## config.mk

```make
export PLATFORM = sky130hd
export DESIGN_NAME = tile_layer
export DESIGN_NICKNAME = d
export VERILOG_FILES = /design/src/video_pkg.sv /design/src/tile_layer.sv
export SDC_FILE = /design/constraint.sdc
export NUM_CORES = 2
export LEC_CHECK = 0
export BUFFER_PORTS_ARGS = -buffer_cell sky130_fd_sc_hd__buf_2
export CAP_MARGIN = 20
export CORE_MARGIN = 3
export CORE_UTILIZATION = 66
export CTS_BUF_LIST = sky130_fd_sc_hd__clkbuf_8
export DETAILED_ROUTE_END_ITERATION = 7
export HOLD_SLACK_MARGIN = 0.15
export PLACE_DENSITY = 0.88
export SLEW_MARGIN = 20
export SYNTH_ARGS = -nofsm -noshare
export SYNTH_HDL_FRONTEND = slang
export SYNTH_SLANG_ARGS = --single-unit
```

## constraint.sdc

```tcl
create_clock -name clk -period 5 [get_ports clk]
set_input_delay 1.25 -clock clk [delete_from_list [all_inputs] [get_ports clk]]
set_output_delay 1.25 -clock clk [all_outputs]
set_load 0.005 [all_outputs]
```

## src/video_pkg.sv

```systemverilog
/* shared definitions for the video path: raster defaults, counter widths,
   beam and write bus structs, write target enum */
`default_nettype none

package video_pkg;

    // raster defaults, video_top passes its own values down
    localparam int def_h_active = 32;
    localparam int def_h_total = 40;
    localparam int def_v_active = 8;
    localparam int def_v_total = 10;
    localparam int def_cen_div = 2;    // clk cycles per pixel
    localparam int def_num_layers = 2;

    localparam int h_bits = 6;     // enough for h_total up to 64
    localparam int v_bits = 4;
    localparam int pix_bits = 4;   // pixel 0 is transparent
    localparam int max_layers = 4;
    localparam int layer_bits = $clog2(max_layers);
    localparam int pal_addr_bits = layer_bits + pix_bits; // {layer, pixel}

    localparam int prog_addr_bits = 10; // bitmap row 5 bits, column 5 bits
    localparam int prog_data_bits = 8;

    // beam position plus active-high "inside active area" levels
    typedef struct packed {
        logic [h_bits-1:0] h;
        logic [v_bits-1:0] v;
        logic              lhbl; // high while h < h_active
        logic              lvbl; // high while v < v_active
    } beam_t;

    // where a single write ends up
    typedef enum logic [1:0] {
        tgt_palette,
        tgt_bitmap,
        tgt_scroll
    } prog_target_e;

    // write bus, qualified by a separate one-cycle strobe
    typedef struct packed {
        prog_target_e              target;
        logic [layer_bits-1:0]     layer;  // ignored for palette writes
        logic [prog_addr_bits-1:0] addr;
        logic [prog_data_bits-1:0] data;
    } prog_wr_t;

endpackage

`default_nettype wire

```

## src/tile_layer.sv

```systemverilog
/* one bitmap layer: 32x32 pixel RAM, horizontal scroll register,
   write decode for its own layer id and registered pixel output */
`timescale 1ns/1ps
`default_nettype none

module tile_layer #(
    parameter int LAYER_ID = 0
) (
    input  wire                                clk,
    input  wire                                rst,
    input  wire                                pxl_cen,
    input  video_pkg::beam_t                   beam,
    input  video_pkg::prog_wr_t                prog,
    input  wire                                prog_we,
    output logic [video_pkg::pix_bits-1:0]     pix
);

    localparam int col_bits = 5;
    localparam int row_bits = video_pkg::prog_addr_bits - col_bits;
    localparam int ram_depth = 1 << video_pkg::prog_addr_bits;
    localparam logic [video_pkg::layer_bits-1:0] my_id = video_pkg::layer_bits'(LAYER_ID);

    logic [video_pkg::pix_bits-1:0]       ram [ram_depth];
    logic [col_bits-1:0]                  scroll;
    logic                                 bm_we;
    logic                                 scr_we;
    logic                                 own_layer;
    logic [row_bits-1:0]                  row;
    logic [col_bits-1:0]                  col;
    logic [video_pkg::prog_addr_bits-1:0] rd_addr;

    // write decode, only writes for this layer id
    assign own_layer = (prog.layer == my_id);
    assign bm_we = prog_we && own_layer && (prog.target == video_pkg::tgt_bitmap);
    assign scr_we = prog_we && own_layer && (prog.target == video_pkg::tgt_scroll);

    // pixel RAM, low nibble of the data byte
    always_ff @(posedge clk) begin
        if (bm_we) begin
            ram[prog.addr] <= prog.data[video_pkg::pix_bits-1:0];
        end
    end

    // scroll register
    always_ff @(posedge clk) begin
        if (rst) begin
            scroll <= '0;
        end else if (scr_we) begin
            scroll <= prog.data[col_bits-1:0];
        end
    end

    // v mod 32 is just v, zero extended to the row width
    assign row = row_bits'(beam.v);
    // 5-bit add wraps, giving (h + scroll) mod 32
    assign col = beam.h[col_bits-1:0] + scroll;
    assign rd_addr = {row, col};

    // registered read, one pixel behind the beam
    always_ff @(posedge clk) begin
        if (pxl_cen) begin
            pix <= ram[rd_addr];
        end
    end

    // loader must keep the unused upper nibble clear on bitmap writes
    a_bitmap_data: assert property (@(posedge clk) disable iff (rst)
        bm_we |-> (prog.data[video_pkg::prog_data_bits-1:video_pkg::pix_bits] == '0));

endmodule

`default_nettype wire

```

==> run_results.csv <==
group,metric,value,unit
route,wl_per_cell,35.22,um
clocking,cts_buffer_depth,4,
clocking,post_cts_buffers,0,
yosys,yosysWarnings,0,
placed_design,placed_area,85260,um2
layout,multi_input_area,18520,um2
outcome,outcome,"finished with violations",
route,first_pass_iters,8,
clocking,worstSkewPairLatency,1030,ps
timing,finClkSkew,65.87,ps
global_route,grt_remaining_overflow,0,
clocking,cts_tree,"done",
min_path,hp-start,"rst",
route,ant_nets,0,
die,dieWidth,357.7,um
layout,mostFrequentLayoutCells,"edfxtp_1, nor2_1, mux4_2",
yosys,netlist.area_leader.share,0.7546,
die,core,122400,um2
global_route,first_global_vias,47930,
power_and_ir_drop,ir_worst_vdd,407.7,uV
timing,max_slew_margin,0.1618,
yosys,synthCells,4190,
outcome,violations,"DRC",
yosys,synth_area_leaders,"edfxtp_1, mux4_2, nor2_1",
yosys,synth_top_area_cell,"edfxtp_1",
worst_setup_path,worstSetupPathType,"input port to register",
timing,timing.final.hold_violations,0,
yosys,synthArstFlopShare,0,
yosys,synth_cell_type_count,60,
yosys,synth_area,81660,um2
worst_setup_path,cp_data_required_time,5720,ps
clocking,h-tree-depth,5,
timing,post-route-min-period,4446,ps
placed_design,dp_hpwl,132200,um
worst_setup_path,worstSetupStartpointType,"input port",
global_route,grt_pass1_wl,327000,um
global_route,grt_usage,0.3608,
die,start_util,0.6674,
timing,grt_setup_unrepaired,"no",
placed_design,io_buffers,35,
route,drtIter0Drc,8665,
layout,fin_nets,4597,
clocking,cts_hold_buffers,0,
clocking,cts_resized,0,
worst_setup_path,cp_max_fo,12,
clocking,cts_buffers,321,
timing,slew_viol_final,0,
flow_run,maxCapViolations,0,
global_route,grt_max_degree,145,
worst_setup_path,r2r_start,"scroll[0]",
power_and_ir_drop,power.leakage,28.84,nW
timing,tightest_slew,1254,ps
layout,finalNonFillerCells,6432,
yosys,synth_fp_nets,4233,
die,placementRows,128,
yosys,ys_ff_latch,2057,
timing,max_freq,224.9,MHz
layout,seq_area,61720,um2
route,num_vias,47180,
yosys,synth_edf_count,2052,
worst_setup_path,cp-end-kind,"register",
placed_design,dpl.cell_count,5856,
yosys,synthFlopType,"edfxtp_1",
die,io-pin-count,42,
global_route,antenna_found_initial,24,
worst_setup_path,crit_path_start,"beam[6]",
route,wirelength,226500,um
power_and_ir_drop,power.density,377.1,nW/um2
clocking,clockRootBuffer,"clkbuf_8",
clocking,clk_pin_slew,60,ps
placed_design,gp_congestion,0.9042,
die,die_h,357.7,um
timing,final-setup-viol-count,0,
route,drcViolationCount,8,
die,die_area,128000,um2
layout,layout_commonest_cell,"edfxtp_1",
layout,fillers,5827,
timing,period_share,0.8893,
layout,layout-drive-gt1-share,0.2629,
yosys,ys_seq_area_frac,0.7558,
clocking,clock_sinks,2057,
layout,final_cell_area,90960,um2
worst_setup_path,crit_arrival,5160,ps
layout,area_growth,11.40,%
min_path,hold_path.class,"input port to register",
yosys,syn_avg_cell_area,19.49,um2
route,routed_via_density,7.336,
==> critical path: stages <==
cell	delay, ps
buf_2	100
ha_4	140
inv_1	50
fa_4	800
buf_12	180
buf_4	180
mux4_2	310
a2111oi_0	610
a211oi_1	100
a211oi_1	350
a211oi_1	250
a21oi_1	240
nor2_1	80
or4b_1	520
==> metal layers <==
metal	routed length (um)	track usage	share of wire
met1	67680	0.4591	0.30
met2	105200	0.5399	0.46
met3	37220	0.1323	0.16
met4	16380	0.2188	0.072
met5	52	0	0.00023
==> sequential cells by signal, indices dropped and copies added, names as in the netlist <==
signal and cells:
pix 4, scroll 5, ram 2048
==> Yosys cell counts, drive strengths merged, types with 5 or more instances <==
cell type	instances
o21ai	16
a311oi	11
nand2	350
nor3	10
clkbuf	111
nand3	131
mux4	542
mux2	5
a32oi	7
a21oi	38
and3	12
nand4	9
dfxtp	5
buf	161
a31oi	31
nor2b	11
mux2i	39
edfxtp	2052
nor3b	7
a211oi	23
inv	5
nor2	547
==> path summary, 6_finish.rpt <==
check	end	slack, ps	depth (start not counted)
worst max-delay path	pix[0]	550	14
worst min-delay path	scroll[1]	520	2
worst max register to register	pix[0]	560	13
worst min register to register	scroll[3]	550	2
==> final cells by class <==
cell class / instances / share of cell area
clock buffers: 325 / 0.04917
repair buffers: 313 / 0.03274
multi-input cells: 1856 / 0.2035
clock inverters: 225 / 0.01275
diodes: 26 / 0.0007153
well taps: 1625 / 0.02235
inverters: 5 / 0.0002063
flip-flops and latches: 2057 / 0.6785
==> cell families after synthesis <==
family,synth area share
fa+ha+maj,0.0008581
xor+xnor,0.0006284
compound gates,0.01393
mux,0.1553
flops,0.7558
buf+inv,0.01866
simple gates,0.05479
==> stage by stage <==
step	total power [mW]	TNS [ps]	worst slack, ps	hold slack [ps]	util
2_1_floorplan	20.54	0	514.4	467.6	-
3_3_place_gp	21.39	-133.0	-82.23	484.6	0.6968
3_5_place_dp	21.49	-429.4	-268.9	519.1	0.6968
4_1_cts	34.19	0	671.8	436.4	0.7429
5_1_grt	35.12	0	460.7	498.5	0.7430
6_report	34.30	0	553.6	516.2	0.7434
==> where the power goes <==
| group | total [mW] | switching [mW] | internal, mW |
|---|---|---|---|
| clock network | 13.1 | 6.60 | 6.46 |
| logic | 2.28 | 1.39 | 0.883 |
| registers | 19.0 | 0.00924 | 19.0 |
No activity file was read; power rests on OpenSTA's default activity.
