===== config.mk =====
export PLATFORM = sky130hd
export DESIGN_NAME = color_mixer
export DESIGN_NICKNAME = d
export VERILOG_FILES = /design/src/video_pkg.sv /design/src/pixel_delay.sv /design/src/color_mixer.sv
export SDC_FILE = /design/constraint.sdc
export NUM_CORES = 1
export LEC_CHECK = 0
export BUFFER_PORTS_ARGS = -buffer_cell sky130_fd_sc_hd__buf_2
export CORE_MARGIN = 2
export CORE_UTILIZATION = 50
export DETAILED_ROUTE_END_ITERATION = 8
export PLACE_DENSITY_LB_ADDON = 0.1
export SLEW_MARGIN = 20
export SYNTH_ARGS = -nofsm -noshare
export SYNTH_HDL_FRONTEND = slang
export SYNTH_SLANG_ARGS = --single-unit
export TNS_END_PERCENT = 50

===== constraint.sdc =====
create_clock -name clk -period 6.22 [get_ports clk]
set_clock_uncertainty 0.05 [all_clocks]
set_input_delay 1.244 -clock clk [delete_from_list [all_inputs] [get_ports clk]]
set_output_delay 1.244 -clock clk [all_outputs]
set_load 0.02 [all_outputs]

===== src/video_pkg.sv =====
/* shared definitions for the video path: raster defaults, counter widths,
   beam and write bus structs, write target enum */
`default_nettype none

package video_pkg;

    // raster defaults, video_top passes its own values down
    localparam int def_h_active = 32;
    localparam int def_h_total = 40;
    localparam int def_v_active = 8;
    localparam int def_v_total = 10;
    localparam int def_cen_div = 2;    // clk cycles per pixel
    localparam int def_num_layers = 2;

    localparam int h_bits = 6;     // enough for h_total up to 64
    localparam int v_bits = 4;
    localparam int pix_bits = 4;   // pixel 0 is transparent
    localparam int max_layers = 4;
    localparam int layer_bits = $clog2(max_layers);
    localparam int pal_addr_bits = layer_bits + pix_bits; // {layer, pixel}

    localparam int prog_addr_bits = 10; // bitmap row 5 bits, column 5 bits
    localparam int prog_data_bits = 8;

    // beam position plus active-high "inside active area" levels
    typedef struct packed {
        logic [h_bits-1:0] h;
        logic [v_bits-1:0] v;
        logic              lhbl; // high while h < h_active
        logic              lvbl; // high while v < v_active
    } beam_t;

    // where a single write ends up
    typedef enum logic [1:0] {
        tgt_palette,
        tgt_bitmap,
        tgt_scroll
    } prog_target_e;

    // write bus, qualified by a separate one-cycle strobe
    typedef struct packed {
        prog_target_e              target;
        logic [layer_bits-1:0]     layer;  // ignored for palette writes
        logic [prog_addr_bits-1:0] addr;
        logic [prog_data_bits-1:0] data;
    } prog_wr_t;

endpackage

`default_nettype wire


===== src/pixel_delay.sv =====
/* blanking delay line plus output RGB register,
   black outside the active area */
`timescale 1ns/1ps
`default_nettype none

module pixel_delay #(
    parameter int BLANK_DLY = 3,
    parameter int DW = 12
) (
    input  wire            clk,
    input  wire            rst,
    input  wire            pxl_cen,
    input  wire            lhbl,
    input  wire            lvbl,
    input  wire  [DW-1:0]  rgb_in,
    output logic           lhbl_dly,
    output logic           lvbl_dly,
    output logic [DW-1:0]  rgb_out
);

    logic [BLANK_DLY-1:0] h_line; // blanking shift lines, index 0 is newest
    logic [BLANK_DLY-1:0] v_line;
    logic                 active;

    always_ff @(posedge clk) begin
        if (rst) begin
            h_line <= '0;
            v_line <= '0;
        end else if (pxl_cen) begin
            h_line[0] <= lhbl;
            v_line[0] <= lvbl;
            for (int i = 1; i < BLANK_DLY; i++) begin
                h_line[i] <= h_line[i-1];
                v_line[i] <= v_line[i-1];
            end
        end
    end

    // blanks at the end of the line line up with rgb_in
    assign active = h_line[BLANK_DLY-1] && v_line[BLANK_DLY-1];

    // output stage, one more pixel for both blanks and colour
    always_ff @(posedge clk) begin
        if (rst) begin
            lhbl_dly <= 1'b0;
            lvbl_dly <= 1'b0;
            rgb_out  <= '0;
        end else if (pxl_cen) begin
            lhbl_dly <= h_line[BLANK_DLY-1];
            lvbl_dly <= v_line[BLANK_DLY-1];
            rgb_out  <= active ? rgb_in : '0; // forced black in blanking
        end
    end

    a_black_in_blank: assert property (@(posedge clk) disable iff (rst)
        !(lhbl_dly && lvbl_dly) |-> (rgb_out == '0));

endmodule

`default_nettype wire


===== src/color_mixer.sv =====
/* colour mixer: layer priority choice, writable 64-entry palette,
   8-bit to 12-bit RGB expansion and blanking delay */
`timescale 1ns/1ps
`default_nettype none

module color_mixer #(
    parameter int NUM_LAYERS = 2
) (
    input  wire                                            clk,
    input  wire                                            rst,
    input  wire                                            pxl_cen,
    input  video_pkg::beam_t                               beam,
    input  wire [NUM_LAYERS-1:0][video_pkg::pix_bits-1:0]  layer_pix,
    input  wire [NUM_LAYERS-1:0]                           gfx_en,
    input  video_pkg::prog_wr_t                            prog,
    input  wire                                            prog_we,
    output logic [3:0]                                     red,
    output logic [3:0]                                     green,
    output logic [3:0]                                     blue,
    output logic                                           lhbl_dly,
    output logic                                           lvbl_dly
);

    // layer read, priority stage and palette read, one pixel each
    localparam int BLANK_DLY = 3;
    localparam int pal_depth = 1 << video_pkg::pal_addr_bits;

    logic [video_pkg::layer_bits-1:0]     sel;      // chosen layer
    logic [video_pkg::pix_bits-1:0]       sel_pix;  // its pixel
    logic [video_pkg::pal_addr_bits-1:0]  pal_addr;
    logic [video_pkg::prog_data_bits-1:0] pal [pal_depth];
    logic [video_pkg::prog_data_bits-1:0] pal_q;
    logic                                 pal_we;
    logic [11:0]                          rgb_exp;
    logic [11:0]                          rgb_out;

    // lowest enabled layer with a visible pixel wins
    always_comb begin
        sel = video_pkg::layer_bits'(NUM_LAYERS - 1);
        // nothing visible: last layer, blanked when disabled
        sel_pix = gfx_en[NUM_LAYERS-1] ? layer_pix[NUM_LAYERS-1] : '0;
        // walk down so the lowest index is assigned last
        for (int i = NUM_LAYERS - 1; i >= 0; i--) begin
            if (gfx_en[i] && (layer_pix[i] != '0)) begin
                sel = video_pkg::layer_bits'(i);
                sel_pix = layer_pix[i];
            end
        end
    end

    // priority stage register
    always_ff @(posedge clk) begin
        if (pxl_cen) begin
            pal_addr <= {sel, sel_pix};
        end
    end

    assign pal_we = prog_we && (prog.target == video_pkg::tgt_palette);

    // palette RAM, written any clk, read on the pixel enable
    always_ff @(posedge clk) begin
        if (pal_we) begin
            pal[prog.addr[video_pkg::pal_addr_bits-1:0]] <= prog.data;
        end
    end

    always_ff @(posedge clk) begin
        if (pxl_cen) begin
            pal_q <= pal[pal_addr];
        end
    end

    // entry layout bbgggrrr, widened by repeating the top bits
    assign rgb_exp = {
        pal_q[2:0], pal_q[2],   // red
        pal_q[5:3], pal_q[5],   // green
        {2{pal_q[7:6]}}         // blue
    };

    pixel_delay #(
        .BLANK_DLY (BLANK_DLY),
        .DW        (12)
    ) u_delay (
        .clk      (clk),
        .rst      (rst),
        .pxl_cen  (pxl_cen),
        .lhbl     (beam.lhbl),
        .lvbl     (beam.lvbl),
        .rgb_in   (rgb_exp),
        .lhbl_dly (lhbl_dly),
        .lvbl_dly (lvbl_dly),
        .rgb_out  (rgb_out)
    );

    assign {red, green, blue} = rgb_out;

    // registered choice must point at a layer that exists
    a_layer_index: assert property (@(posedge clk) disable iff (rst)
        pxl_cen |=> (pal_addr[video_pkg::pal_addr_bits-1:video_pkg::pix_bits] < NUM_LAYERS));

endmodule

`default_nettype wire


==> flow_summary.yaml <==
yosys:
  synth_top_area_cell: "edfxtp_1"
  synthesis.nets: 552
  async_reset_ff_share_pct: 0
  synth.most_common_cell: "edfxtp_1"
  yosys-top-cells-count: "269 x edfxtp_1, 80 x mux4_2, 42 x nor2_1"
  ys.flop_type: "edfxtp_1"
  synth_area_leaders: "edfxtp_1 74%, mux4_2 16%, dfxtp_1 2.9%"
  synth_seq_cells: 285
  synth_seq_area_share_pct: 76.5
  avgSynthCellArea_um2: 21.8
  synth_top_area_share_pct: 73.6
  synth_warnings: 0
  syn-cell-area_um2: 11000
  ys_types: 25
  postSynthCellCount: 504
  synth-edff-count: 269
power_and_ir_drop:
  leakage_uw: 0.00392
  vdd_drop_max_v: 0.000238
  p_per_area_nw_per_um2: 327
  fin_total_pwr_uw: 4050
timing:
  fin_tns_setup_ps: 0
  finalCritPeriodShare_pct: 45.5
  worst_slack_ps: 3390
  hold_viol_final: 0
  setup_violations: 0
  rsz0062_at_grt: "no"
  maxSlewHeadroom_pct: 31.8
  worst_pin_slew_ps: 1020
  period_minus_slack_ps: 2830
  slew_violations: 0
  fmax_mhz: 354
floorplan:
  ios: 62
  start_util_pct: 50.6
  core-area_um2: 21700
  dieArea_um2: 23200
  die_w_um: 152
  die-height_um: 152
  row_count: 54
clock_tree:
  cts-htree-levels: 1
  cts_hold_buf: 0
  insertion_delay_ps: 550
  cts_buffers: 29
  cts_repair_resize_count: 0
  root_buffer: "clkbuf_16"
  cts_tree: "done"
  clkTransAtPathRegs_ps: 60
  clockBufferDepth: 3
  cts.sinks: 285
  post_cts_buffers: 0
worst_setup_path:
  startpoint_type: "register"
  crit_buf_inv: 1
  critPathKind: "reg2reg"
  critPathSlowestCell: "mux4_2"
  crit_top_cell: "mux4_2"
  crit_family: "multiplexers"
  worstPathRequired_ps: 6460
  path_max_fanout: 39
  arrival_ps: 3060
  crit_chain: "buf_4, mux4_2, mux4_2, mux2_2"
  max_stage_delay_ps: 660
  crit_cells: 4
  endpoint_kind: "register"
  rr_worst_depth: 4
final_layout:
  nNetsFinal: 604
  drive_gt1_share_pct: 31.1
  num_antenna_cells: 0
  syn2layout_area_growth_pct: 12.6
worst_hold_path:
  holdPathStages: 2
  hp-class: "reg2reg"
place:
  dp_hpwl_mm: 12.6
  gp_congestion: 0.762
  portBuffers: 45
  post-place-ws_ps: 2980
route:
  vias_per_cell: 5.81
  wl_mm: 21.2
  final_antenna_net_count: 0
  drtPass1Iterations: 4
  wire_per_inst_um: 24.7
  num_vias: 4990
  drc: 0
  drt_iter0_drc: 434
grt:
  grt_pass1_wl_mm: 32.3
  grt_max_degree: 65
  grt_pass1_vias: 5145
  antenna_found_initial: 0
  overflow: 0
  grt_use_total_pct: 18.7
run_status:
  outcome: "finished, final reports clean"
flow_run:
  drv.max_cap_violation_count: 0
-- final cells by class --
class,instances,area [um^2]
clock buffer,40,797
clock inverter,14,123
fill,1620,9330
inverter,1,3.75
multi-input combinational,190,2420
sequential,285,8400
tap,280,350
timing repair buffer,49,263
-- cell usage in the layout, fill, tap and decap left out, drive strengths merged, types with 2 or more instances in the layout --
master | netlist | layout
dfxtp | 16 | 16
nor2 | 42 | 42
inv | 1 | 2
clkbuf | 7 | 40
buf | 21 | 49
nand3b | 4 | 4
clkinvlp | 0 | 2
mux2i | 8 | 8
or3b | 2 | 2
mux2 | 8 | 8
mux4 | 80 | 80
edfxtp | 269 | 269
nand2b | 8 | 8
clkinv | 0 | 9
nand2 | 10 | 10
a21oi | 8 | 8
nand3 | 10 | 10
o21ai | 4 | 4
bufinv | 0 | 2
-- where the power goes --
group          leakage [uW]  switching [uW]  internal, uW
logic              0.000918             131           118
clock network      0.000445             693           975
registers           0.00256            13.4          2120
total               0.00392             837          3210
-- layer usage --
layer / track usage, % / wire length (um) / vias up
met4: 4.81 / 544 / 0
met5: 0 / 0 / -
li1: - / - / 2196
met1: 28.6 / 9490 / 2586
met2: 27.7 / 9570 / 174
met3: 4.47 / 1640 / 34
-- worst paths after layout --
kind / startpoint / to / slack, ps
max: pal_addr[1] / pal_q[6] / 3390
min: u_delay.rgb_out[6] / u_delay.rgb_out[6] / 410
min reg2reg: u_delay.rgb_out[6] / u_delay.rgb_out[6] / 410
max reg2reg: pal_addr[1] / pal_q[6] / 3390
-- worst register-to-register path: stages (launching register included) --
cell and delay [ps]:
edfxtp_1 360, buf_4 650, mux4_2 710, mux4_2 510
mux2_2 290
-- cells by family after synthesis --
kind of cell / after synthesis / synth area share, %
compound gates: 13 / 0.650
simple gates: 81 / 3.47
buf+inv: 29 / 1.41
flops: 285 / 76.5
mux: 96 / 18.0
-- state kept, by name (all words and copies together), names as in the netlist --
| register | cells |
|---|---|
| u_delay.h_line | 3 |
| u_delay.lhbl_dly | 1 |
| pal_addr | 5 |
| u_delay.v_line | 3 |
| u_delay.lvbl_dly | 1 |
| pal | 256 |
| u_delay.rgb_out | 8 |
| pal_q | 8 |
-- per-stage QoR --
stage          hold WS, ps  utilization, %  std cells  cell area, um^2
6_report               415            57.0        859            12400
5_1_grt                446            57.0        859            12400
4_1_cts                417            57.0        859            12400
3_5_place_dp           407            52.7        805            11400
3_3_place_gp           401            52.7        804            11400
2_1_floorplan          410               -        504            11000
Note: power is estimated with default switching activity, not from simulation.
