<file path="src/video_pkg.sv">
/* shared definitions for the video path: raster defaults, counter widths,
   beam and write bus structs, write target enum */
`default_nettype none

package video_pkg;

    // raster defaults, video_top passes its own values down
    localparam int def_h_active = 32;
    localparam int def_h_total = 40;
    localparam int def_v_active = 8;
    localparam int def_v_total = 10;
    localparam int def_cen_div = 2;    // clk cycles per pixel
    localparam int def_num_layers = 2;

    localparam int h_bits = 6;     // enough for h_total up to 64
    localparam int v_bits = 4;
    localparam int pix_bits = 4;   // pixel 0 is transparent
    localparam int max_layers = 4;
    localparam int layer_bits = $clog2(max_layers);
    localparam int pal_addr_bits = layer_bits + pix_bits; // {layer, pixel}

    localparam int prog_addr_bits = 10; // bitmap row 5 bits, column 5 bits
    localparam int prog_data_bits = 8;

    // beam position plus active-high "inside active area" levels
    typedef struct packed {
        logic [h_bits-1:0] h;
        logic [v_bits-1:0] v;
        logic              lhbl; // high while h < h_active
        logic              lvbl; // high while v < v_active
    } beam_t;

    // where a single write ends up
    typedef enum logic [1:0] {
        tgt_palette,
        tgt_bitmap,
        tgt_scroll
    } prog_target_e;

    // write bus, qualified by a separate one-cycle strobe
    typedef struct packed {
        prog_target_e              target;
        logic [layer_bits-1:0]     layer;  // ignored for palette writes
        logic [prog_addr_bits-1:0] addr;
        logic [prog_data_bits-1:0] data;
    } prog_wr_t;

endpackage

`default_nettype wire

</file>
<file path="src/video_timing.sv">
/* beam timing generator with the pixel enable divider, h/v beam counters
   and the active-low blanking levels */
`timescale 1ns/1ps
`default_nettype none

module video_timing #(
    parameter int H_ACTIVE = 32,
    parameter int H_TOTAL = 40,
    parameter int V_ACTIVE = 8,
    parameter int V_TOTAL = 10,
    parameter int CEN_DIV = 2
) (
    input  wire                clk,
    input  wire                rst,
    output logic               pxl_cen,
    output video_pkg::beam_t   beam
);

    // divider width stays at 1 bit even when every clk is a pixel
    localparam int CW = (CEN_DIV > 1) ? $clog2(CEN_DIV) : 1;
    localparam logic [CW-1:0] cen_last = CW'(CEN_DIV - 1);
    localparam logic [video_pkg::h_bits-1:0] h_last = video_pkg::h_bits'(H_TOTAL - 1);
    localparam logic [video_pkg::v_bits-1:0] v_last = video_pkg::v_bits'(V_TOTAL - 1);

    logic [CW-1:0]                div_cnt;
    logic [video_pkg::h_bits-1:0] h_cnt;
    logic [video_pkg::v_bits-1:0] v_cnt;

    // pxl_cen is registered so it stays low on the first clk after reset
    always_ff @(posedge clk) begin
        if (rst) begin
            div_cnt <= '0;
            pxl_cen <= 1'b0;
        end else begin
            div_cnt <= (div_cnt == cen_last) ? '0 : div_cnt + 1'b1;
            pxl_cen <= (div_cnt == cen_last); // one clk in CEN_DIV
        end
    end

    // raster counters advance only on the pixel enable
    always_ff @(posedge clk) begin
        if (rst) begin
            h_cnt <= '0;
            v_cnt <= '0;
        end else if (pxl_cen) begin
            if (h_cnt == h_last) begin
                h_cnt <= '0;
                v_cnt <= (v_cnt == v_last) ? '0 : v_cnt + 1'b1; // end of line
            end else begin
                h_cnt <= h_cnt + 1'b1;
            end
        end
    end

    // blanking levels come straight from the counters and move with h and v
    assign beam = '{
        h:    h_cnt,
        v:    v_cnt,
        lhbl: (h_cnt < H_ACTIVE),
        lvbl: (v_cnt < V_ACTIVE)
    };

    // counters never leave the raster
    a_beam_range: assert property (@(posedge clk) disable iff (rst)
        (h_cnt < H_TOTAL) && (v_cnt < V_TOTAL));

endmodule

`default_nettype wire

</file>
<file path="config.mk">
export PLATFORM = sky130hd
export DESIGN_NAME = video_timing
export DESIGN_NICKNAME = d
export VERILOG_FILES = /design/src/video_pkg.sv /design/src/video_timing.sv
export SDC_FILE = /design/constraint.sdc
export NUM_CORES = 1
export LEC_CHECK = 0
export ABC_AREA = 0
export ABC_CLOCK_PERIOD_IN_PS = 3000
export BUFFER_PORTS_ARGS = -buffer_cell sky130_fd_sc_hd__buf_2
export CORE_AREA = 2 2 44 46
export DETAILED_ROUTE_END_ITERATION = 16
export DIE_AREA = 0 0 46 48
export SYNTH_ARGS = -nofsm -noshare
export SYNTH_HDL_FRONTEND = slang
export SYNTH_SLANG_ARGS = --single-unit
</file>
<file path="constraint.sdc">
create_clock -name clk -period 3 [get_ports clk]
set_input_delay 0.3 -clock clk [delete_from_list [all_inputs] [get_ports clk]]
set_output_delay 0.3 -clock clk [all_outputs]
set_load 0.005 [all_outputs]
</file>
==> metrics.csv, run 1 <==
stage;metric;value;unit
run_status;outcome;complete, no violations;
sta;tns;0;ns
synthesis;synthesis.area;552;um2
die;fp.dieArea;2210;um2
route;drt_iter0_drc;7;
pwr;leakagePower;0.271;nW
global_route;grt_pass1_wl;1850;um
synthesis;yosysMostFrequentCell;dfxtp_1;
clocking;post_cts_resized;0;
sta;hold_slack;0.347;ns
worst_setup_path;r2r_start;h_cnt[0]$_SDFFE_PP0P_;
global_route;top_usage_layer;met2;
clocking;cts_tree;done;
synthesis;synth_top_area_frac;0.435;
global_route;grt_overflow;0;
placement;dpl.hpwl;771;um
layout;fillers;183;
clocking;cts_root_buf;clkbuf_4;
sta;period_needed;1.43;ns
worst_setup_path;cp_max_fo;4;
die;die_x;46;um
sta;finalSetupViolations;0;
route;route.detailed.drc;0;
die;num_rows;15;
route;ant_nets;0;
layout;drive_gt1_frac;0.284;
sta;slew_headroom;0.796;
clocking;clock-sinks;12;
worst_setup_path;worst_setup_path_start_kind;flop;
die;start_util;0.327;
clocking;cts_buffers;3;
global_route;met3_usage;0.0453;
sta;finClkSkew;0.00680;ns
worst_hold_path;hold_class;in -> reg;
global_route;first_global_vias;425;
synthesis;syn_avg_cell_area;9.35;um2
global_route;grt_util_met1;0.146;
global_route;antenna_found_initial;0;
worst_setup_path;crit_required;3.21;ns
sta;final_max_slew_viol_count;0;
placement;globalplace.congestion;0.783;
sta;fin_ws;1.57;ns
synthesis;ys_seq_elements;12;
route;viasPerCell;5.08;
layout;nNetsFinal;79;
clocking;cts_max_path_buffers;2;
die;num_io_pins;15;
sta;worst_slew_pin_slew;0.302;ns
synthesis;synth.net_count;62;
layout;area_delta_synth_final;18.6;%
route;totalWireLength;1090;um
synthesis;synth_top_area_cell;dfxtp_1;
die;coreArea;1690;um2
synthesis;ys_warn_count;0;
layout;multi_input_area;293;um2
clocking;post_cts_buffers;0;
synthesis;netlist_top_cells_count;dfxtp_1 (12), nor2_1 (6), nor2b_1 (4);
global_route;use_met2;0.181;
placement;port_buffers;14;
pwr;ir_worst_vdd;293;uV
sta;grt_setup_unrepaired;no;
worst_setup_path;arrival;1.64;ns
clocking;postCtsHoldBufs;0;
worst_setup_path;cp-end-kind;flop;
sta;hold_viol;0;
job;drv_cap;0;
global_route;grt_usage;0.121;
clocking;cts.clk_slew.worst_paths;0.07;ns
sta;max_freq;0.701;GHz
route;via_count;462;
clocking;clock_latency;0.27;ns
worst_setup_path;critical_path_class;reg -> reg;
die;dieHeight;48;um
worst_setup_path;startpoint;h_cnt[0]$_SDFFE_PP0P_;
route;wl_per_cell;12.0;um
global_route;grt_start_max_net_pins;14;
placement;place_worst_setup_slack;1.58;ns
sta;fin_crit_sh;0.475;
synthesis;dominantRegCellSynth;dfxtp_1;
layout;regArea;240;um2
worst_hold_path;hp-start;rst;
synthesis;synth_cell_types;28;
synthesis;async_flop_share;0;
pwr;p_per_area;417;nW/um2
synthesis;syn-instance-count;59;
synthesis;synth_edf_count;0;
synthesis;yosysSeqAreaShare;0.435;
route;dr.pass1.iters;4;
synthesis;synthTopCellsByArea;dfxtp_1 (44%), xor2_1 (4.8%), nor2b_1 (4.5%);
clocking;htreeDepth;1;
layout;diodes;0;
[placed cells by master, fill, tap and decap left out, types with 2 or more instances in the layout]
| master | instances |
|---|---|
| xor2_1 | 3 |
| nand4_1 | 3 |
| a21oi_1 | 3 |
| nor3_1 | 2 |
| nand2_1 | 2 |
| buf_2 | 14 |
| dfxtp_1 | 12 |
| clkbuf_4 | 3 |
| and3_1 | 2 |
| inv_1 | 2 |
| o21ai_0 | 3 |
| nor2b_1 | 4 |
| nor2_1 | 6 |
[worst max-delay path, cell delays in order (launching register included)]
cell,delay [ns]
dfxtp_1,0.38
ha_1,0.24
nand3_2,0.11
or4_1,0.51
a21oi_1,0.12
[layer usage]
metal | vias up | wire (um)
met4 | 0 | 19
met5 | - | 0
met2 | 15 | 455
li1 | 243 | -
met1 | 202 | 552
met3 | 2 | 61
[area by class of cell]
| cell class | count | share of cell area |
|---|---|---|
| Multi-Input combinational cell | 43 | 0.447 |
| Sequential cell | 12 | 0.367 |
| Timing Repair Buffer | 14 | 0.107 |
| Clock buffer | 3 | 0.0344 |
| Tap cell | 17 | 0.0325 |
| Inverter | 2 | 0.0115 |
[cell families after synthesis]
group / after synthesis / share of synthesized area
and+or+nand+nor: 27 / 0.302
DFF: 12 / 0.435
AOI/OAI and AO/OA: 9 / 0.104
xor gates and xnor gates: 4 / 0.0635
buffers and inverters: 4 / 0.0340
muxes: 2 / 0.0385
adders and majority gates: 1 / 0.0227
[report_power, final]
| group | internal (mW) | switching (mW) | total, mW |
|---|---|---|---|
| combinational | 0.00484 | 0.00531 | 0.0101 |
| sequential | 0.162 | 0.00351 | 0.166 |
| clock | 0.0465 | 0.0506 | 0.0971 |
| total | 0.214 | 0.0595 | 0.273 |
[worst paths after layout]
| path | endpoint | slack (ns) | depth (start not counted) |
|---|---|---|---|
| setup / recovery | v_cnt[1]$_SDFFE_PP0P_ | 1.57 | 4 |
| hold / removal | div_cnt$_SDFF_PP0_ | 0.35 | 2 |
| setup reg to reg | v_cnt[1]$_SDFFE_PP0P_ | 1.57 | 4 |
| hold reg to reg | div_cnt$_SDFF_PP0_ | 0.41 | 1 |
[state kept, by name, indices dropped and copies added (netlist names)]
register	count
v_cnt	4
h_cnt	6
pxl_cen	1
div_cnt	1
[per-stage QoR]
step	utilization	std cells	power (mW)	area, um2
final	0.387	91	0.273	654
after global routing	0.387	91	0.289	654
after CTS	0.387	91	0.278	654
after detailed placement	0.374	88	0.180	632
after global placement	0.374	88	0.180	632
after floorplan	-	59	0.176	552
Note: power is estimated with default switching activity, not from simulation.
==> inputs of run 2 (changes only) <==
--- a/config.mk
+++ b/config.mk
@@ -6,7 +6,7 @@
 export NUM_CORES = 1
 export LEC_CHECK = 0
 export ABC_AREA = 0
-export ABC_CLOCK_PERIOD_IN_PS = 3000
+export ABC_CLOCK_PERIOD_IN_PS = 1300
 export BUFFER_PORTS_ARGS = -buffer_cell sky130_fd_sc_hd__buf_2
 export CORE_AREA = 2 2 44 46
 export DETAILED_ROUTE_END_ITERATION = 16
==> constraint.sdc (replaced) <==
create_clock -name clk -period 1.3 [get_ports clk]
set_input_delay 0.13 -clock clk [delete_from_list [all_inputs] [get_ports clk]]
set_output_delay 0.13 -clock clk [all_outputs]
set_load 0.005 [all_outputs]
==> metrics.csv, run 2 (same netlist as run 1, synthesis figures left out) <==
stage;metric;value;unit
layout;diodes;0;
worst_setup_path;r2r_cells;3;
job;drv_cap;0;
clocking;cts_buffers;3;
worst_setup_path;worst_setup_path_start_kind;flop;
clocking;clock_latency;0.27;ns
route;ant_nets;0;
pwr;ir_worst_vdd;618;uV
run_status;violations;negative setup slack;
pwr;p_switching;0.141;mW
layout;mostFrequentLayoutCell;buf_2;
sta;hold_viol;0;
placement;globalplace.congestion;0.722;
worst_setup_path;reg2reg_to;v_cnt[1]$_SDFFE_PP0P_;
layout;largestRegisters;h_cnt: 6 flops, v_cnt: 4 flops;
run_status;outcome;finished with violations;
worst_setup_path;crit_end;v_cnt[1]$_SDFFE_PP0P_;
sta;fin_crit_sh;1.00;
pwr;p_comb_frac;0.046;
layout;nNetsFinal;87;
worst_setup_path;r2r_slack;-0.003;ns
pwr;p_int;0.493;mW
global_route;grt_start_max_net_pins;14;
global_route;grt_pass1_wl;1790;um
clocking;cts.clk_slew.worst_paths;0.07;ns
layout;final_cell_mix;buf_2 (14), buf_4 (8), dfxtp_1 (7);
layout;regArea;254;um2
die;num_rows;15;
sta;period_needed;1.30;ns
route;drt_iter0_drc;4;
worst_setup_path;critical_path_class;reg -> reg;
pwr;sw_frac_of_total;0.223;
global_route;first_global_vias;405;
worst_setup_path;crit_required;1.51;ns
clocking;htreeDepth;1;
pwr;clockPowerShare;0.356;
sta;finClkSkew;0.00178;ns
die;fp.dieArea;2210;um2
sta;finalSetupViolations;1;
worst_setup_path;r2r_start;h_cnt[4]$_SDFFE_PP0P_;
worst_setup_path;cp_max_fo;4;
die;coreArea;1690;um2
global_route;grt_usage;0.119;
die;die_x;46;um
clocking;clock-sinks;12;
worst_setup_path;startpoint;h_cnt[4]$_SDFFE_PP0P_;
worst_setup_path;arrival;1.51;ns
sta;fin_ws;-0.00295;ns
sta;slew_headroom;0.811;
placement;dpl.hpwl;831;um
placement;placed_area;692;um2
die;dieHeight;48;um
layout;drive_gt1_frac;0.463;
layout;design_area;764;um2
placement;port_buffers;14;
sta;worst_slew_pin_slew;0.280;ns
route;via_count;503;
route;dr.pass1.iters;4;
layout;fillers;174;
die;start_util;0.327;
clocking;postCtsHoldBufs;0;
worst_hold_path;hold_class;in -> reg;
route;totalWireLength;1200;um
route;viasPerCell;5.08;
pwr;total_power;0.635;mW
route;route.detailed.drc;0;
layout;area_delta_synth_final;38.5;%
sta;max_freq;0.767;GHz
layout;largest_reg_flops;6;
pwr;seqPwrFrac;0.598;
worst_hold_path;hold_depth;2;
route;wl_per_cell;12.1;um
layout;top_register;h_cnt;
worst_hold_path;hp-start;rst;
layout;multi_input_area;329;um2
global_route;grt_overflow;0;
clocking;cts_root_buf;clkbuf_4;
pwr;p_per_area;830;nW/um2
die;num_io_pins;15;
sta;final_max_slew_viol_count;0;
sta;grt_setup_unrepaired;yes;
worst_setup_path;cp-end-kind;flop;
global_route;antenna_found_initial;0;
clocking;cts_tree;done;
clocking;cts_max_path_buffers;2;
placement;place_worst_setup_slack;0.0121;ns
pwr;leakagePower;0.313;nW
-- run 2: layer usage --
| metal | vias up | track usage | part of all wire |
|---|---|---|---|
| met1 | 226 | 0.149 | 0.48 |
| met2 | 12 | 0.175 | 0.45 |
| met4 | 0 | 0.0514 | 0.011 |
| met3 | 2 | 0.0566 | 0.053 |
| met5 | - | 0 | 0 |
| li1 | 263 | - | - |
-- run 2: layout make-up --
class	count	area share
Timing Repair Buffer	22	0.170
Sequential cell	12	0.332
Multi-Input combinational cell	43	0.430
Inverter	2	0.00982
Tap cell	17	0.0278
Clock buffer	3	0.0295
-- run 2: stage by stage --
| stage | util | cells | hold slack (ns) | setup TNS (ns) |
|---|---|---|---|---|
| 2_1_floorplan | - | 59 | 0.202 | 0 |
| 3_3_place_gp | 0.410 | 94 | 0.391 | 0 |
| 3_5_place_dp | 0.410 | 94 | 0.398 | 0 |
| 4_1_cts | 0.426 | 97 | 0.177 | 0 |
| 5_1_grt | 0.453 | 99 | 0.183 | -0.103 |
| 6_report | 0.453 | 99 | 0.180 | -0.00295 |
-- run 2: repair_timing --
action                                  in CTS  in global routing
endpoints found under the setup margin       1                  3
pin swaps                                    0                  4
buffers inserted                             0                  2
gates resized for setup                      2                  7
-- run 2: how the worst min path moves through the flow --
stage                         endpoint  slack, ns
floorplan           pxl_cen$_SDFF_PP0_       0.20
global placement    div_cnt$_SDFF_PP0_       0.39
detailed placement  div_cnt$_SDFF_PP0_       0.40
CTS                 div_cnt$_SDFF_PP0_       0.18
global route        div_cnt$_SDFF_PP0_       0.18
finish              div_cnt$_SDFF_PP0_       0.18
-- run 2: worst max-delay path: stages, from the launching register on --
cell       delay [ns]
dfxtp_2          0.34
nand4bb_4        0.23
or4_4            0.53
a21oi_2          0.14
-- run 2: power by group through the flow --
stage	logic (mW)	registers (mW)	clock network [mW]
after floorplan	0.0195	0.390	0
after global placement	0.0288	0.392	0
after detailed placement	0.0292	0.392	0
after CTS	0.0294	0.381	0.231
after global routing	0.0333	0.382	0.254
final	0.0289	0.380	0.226
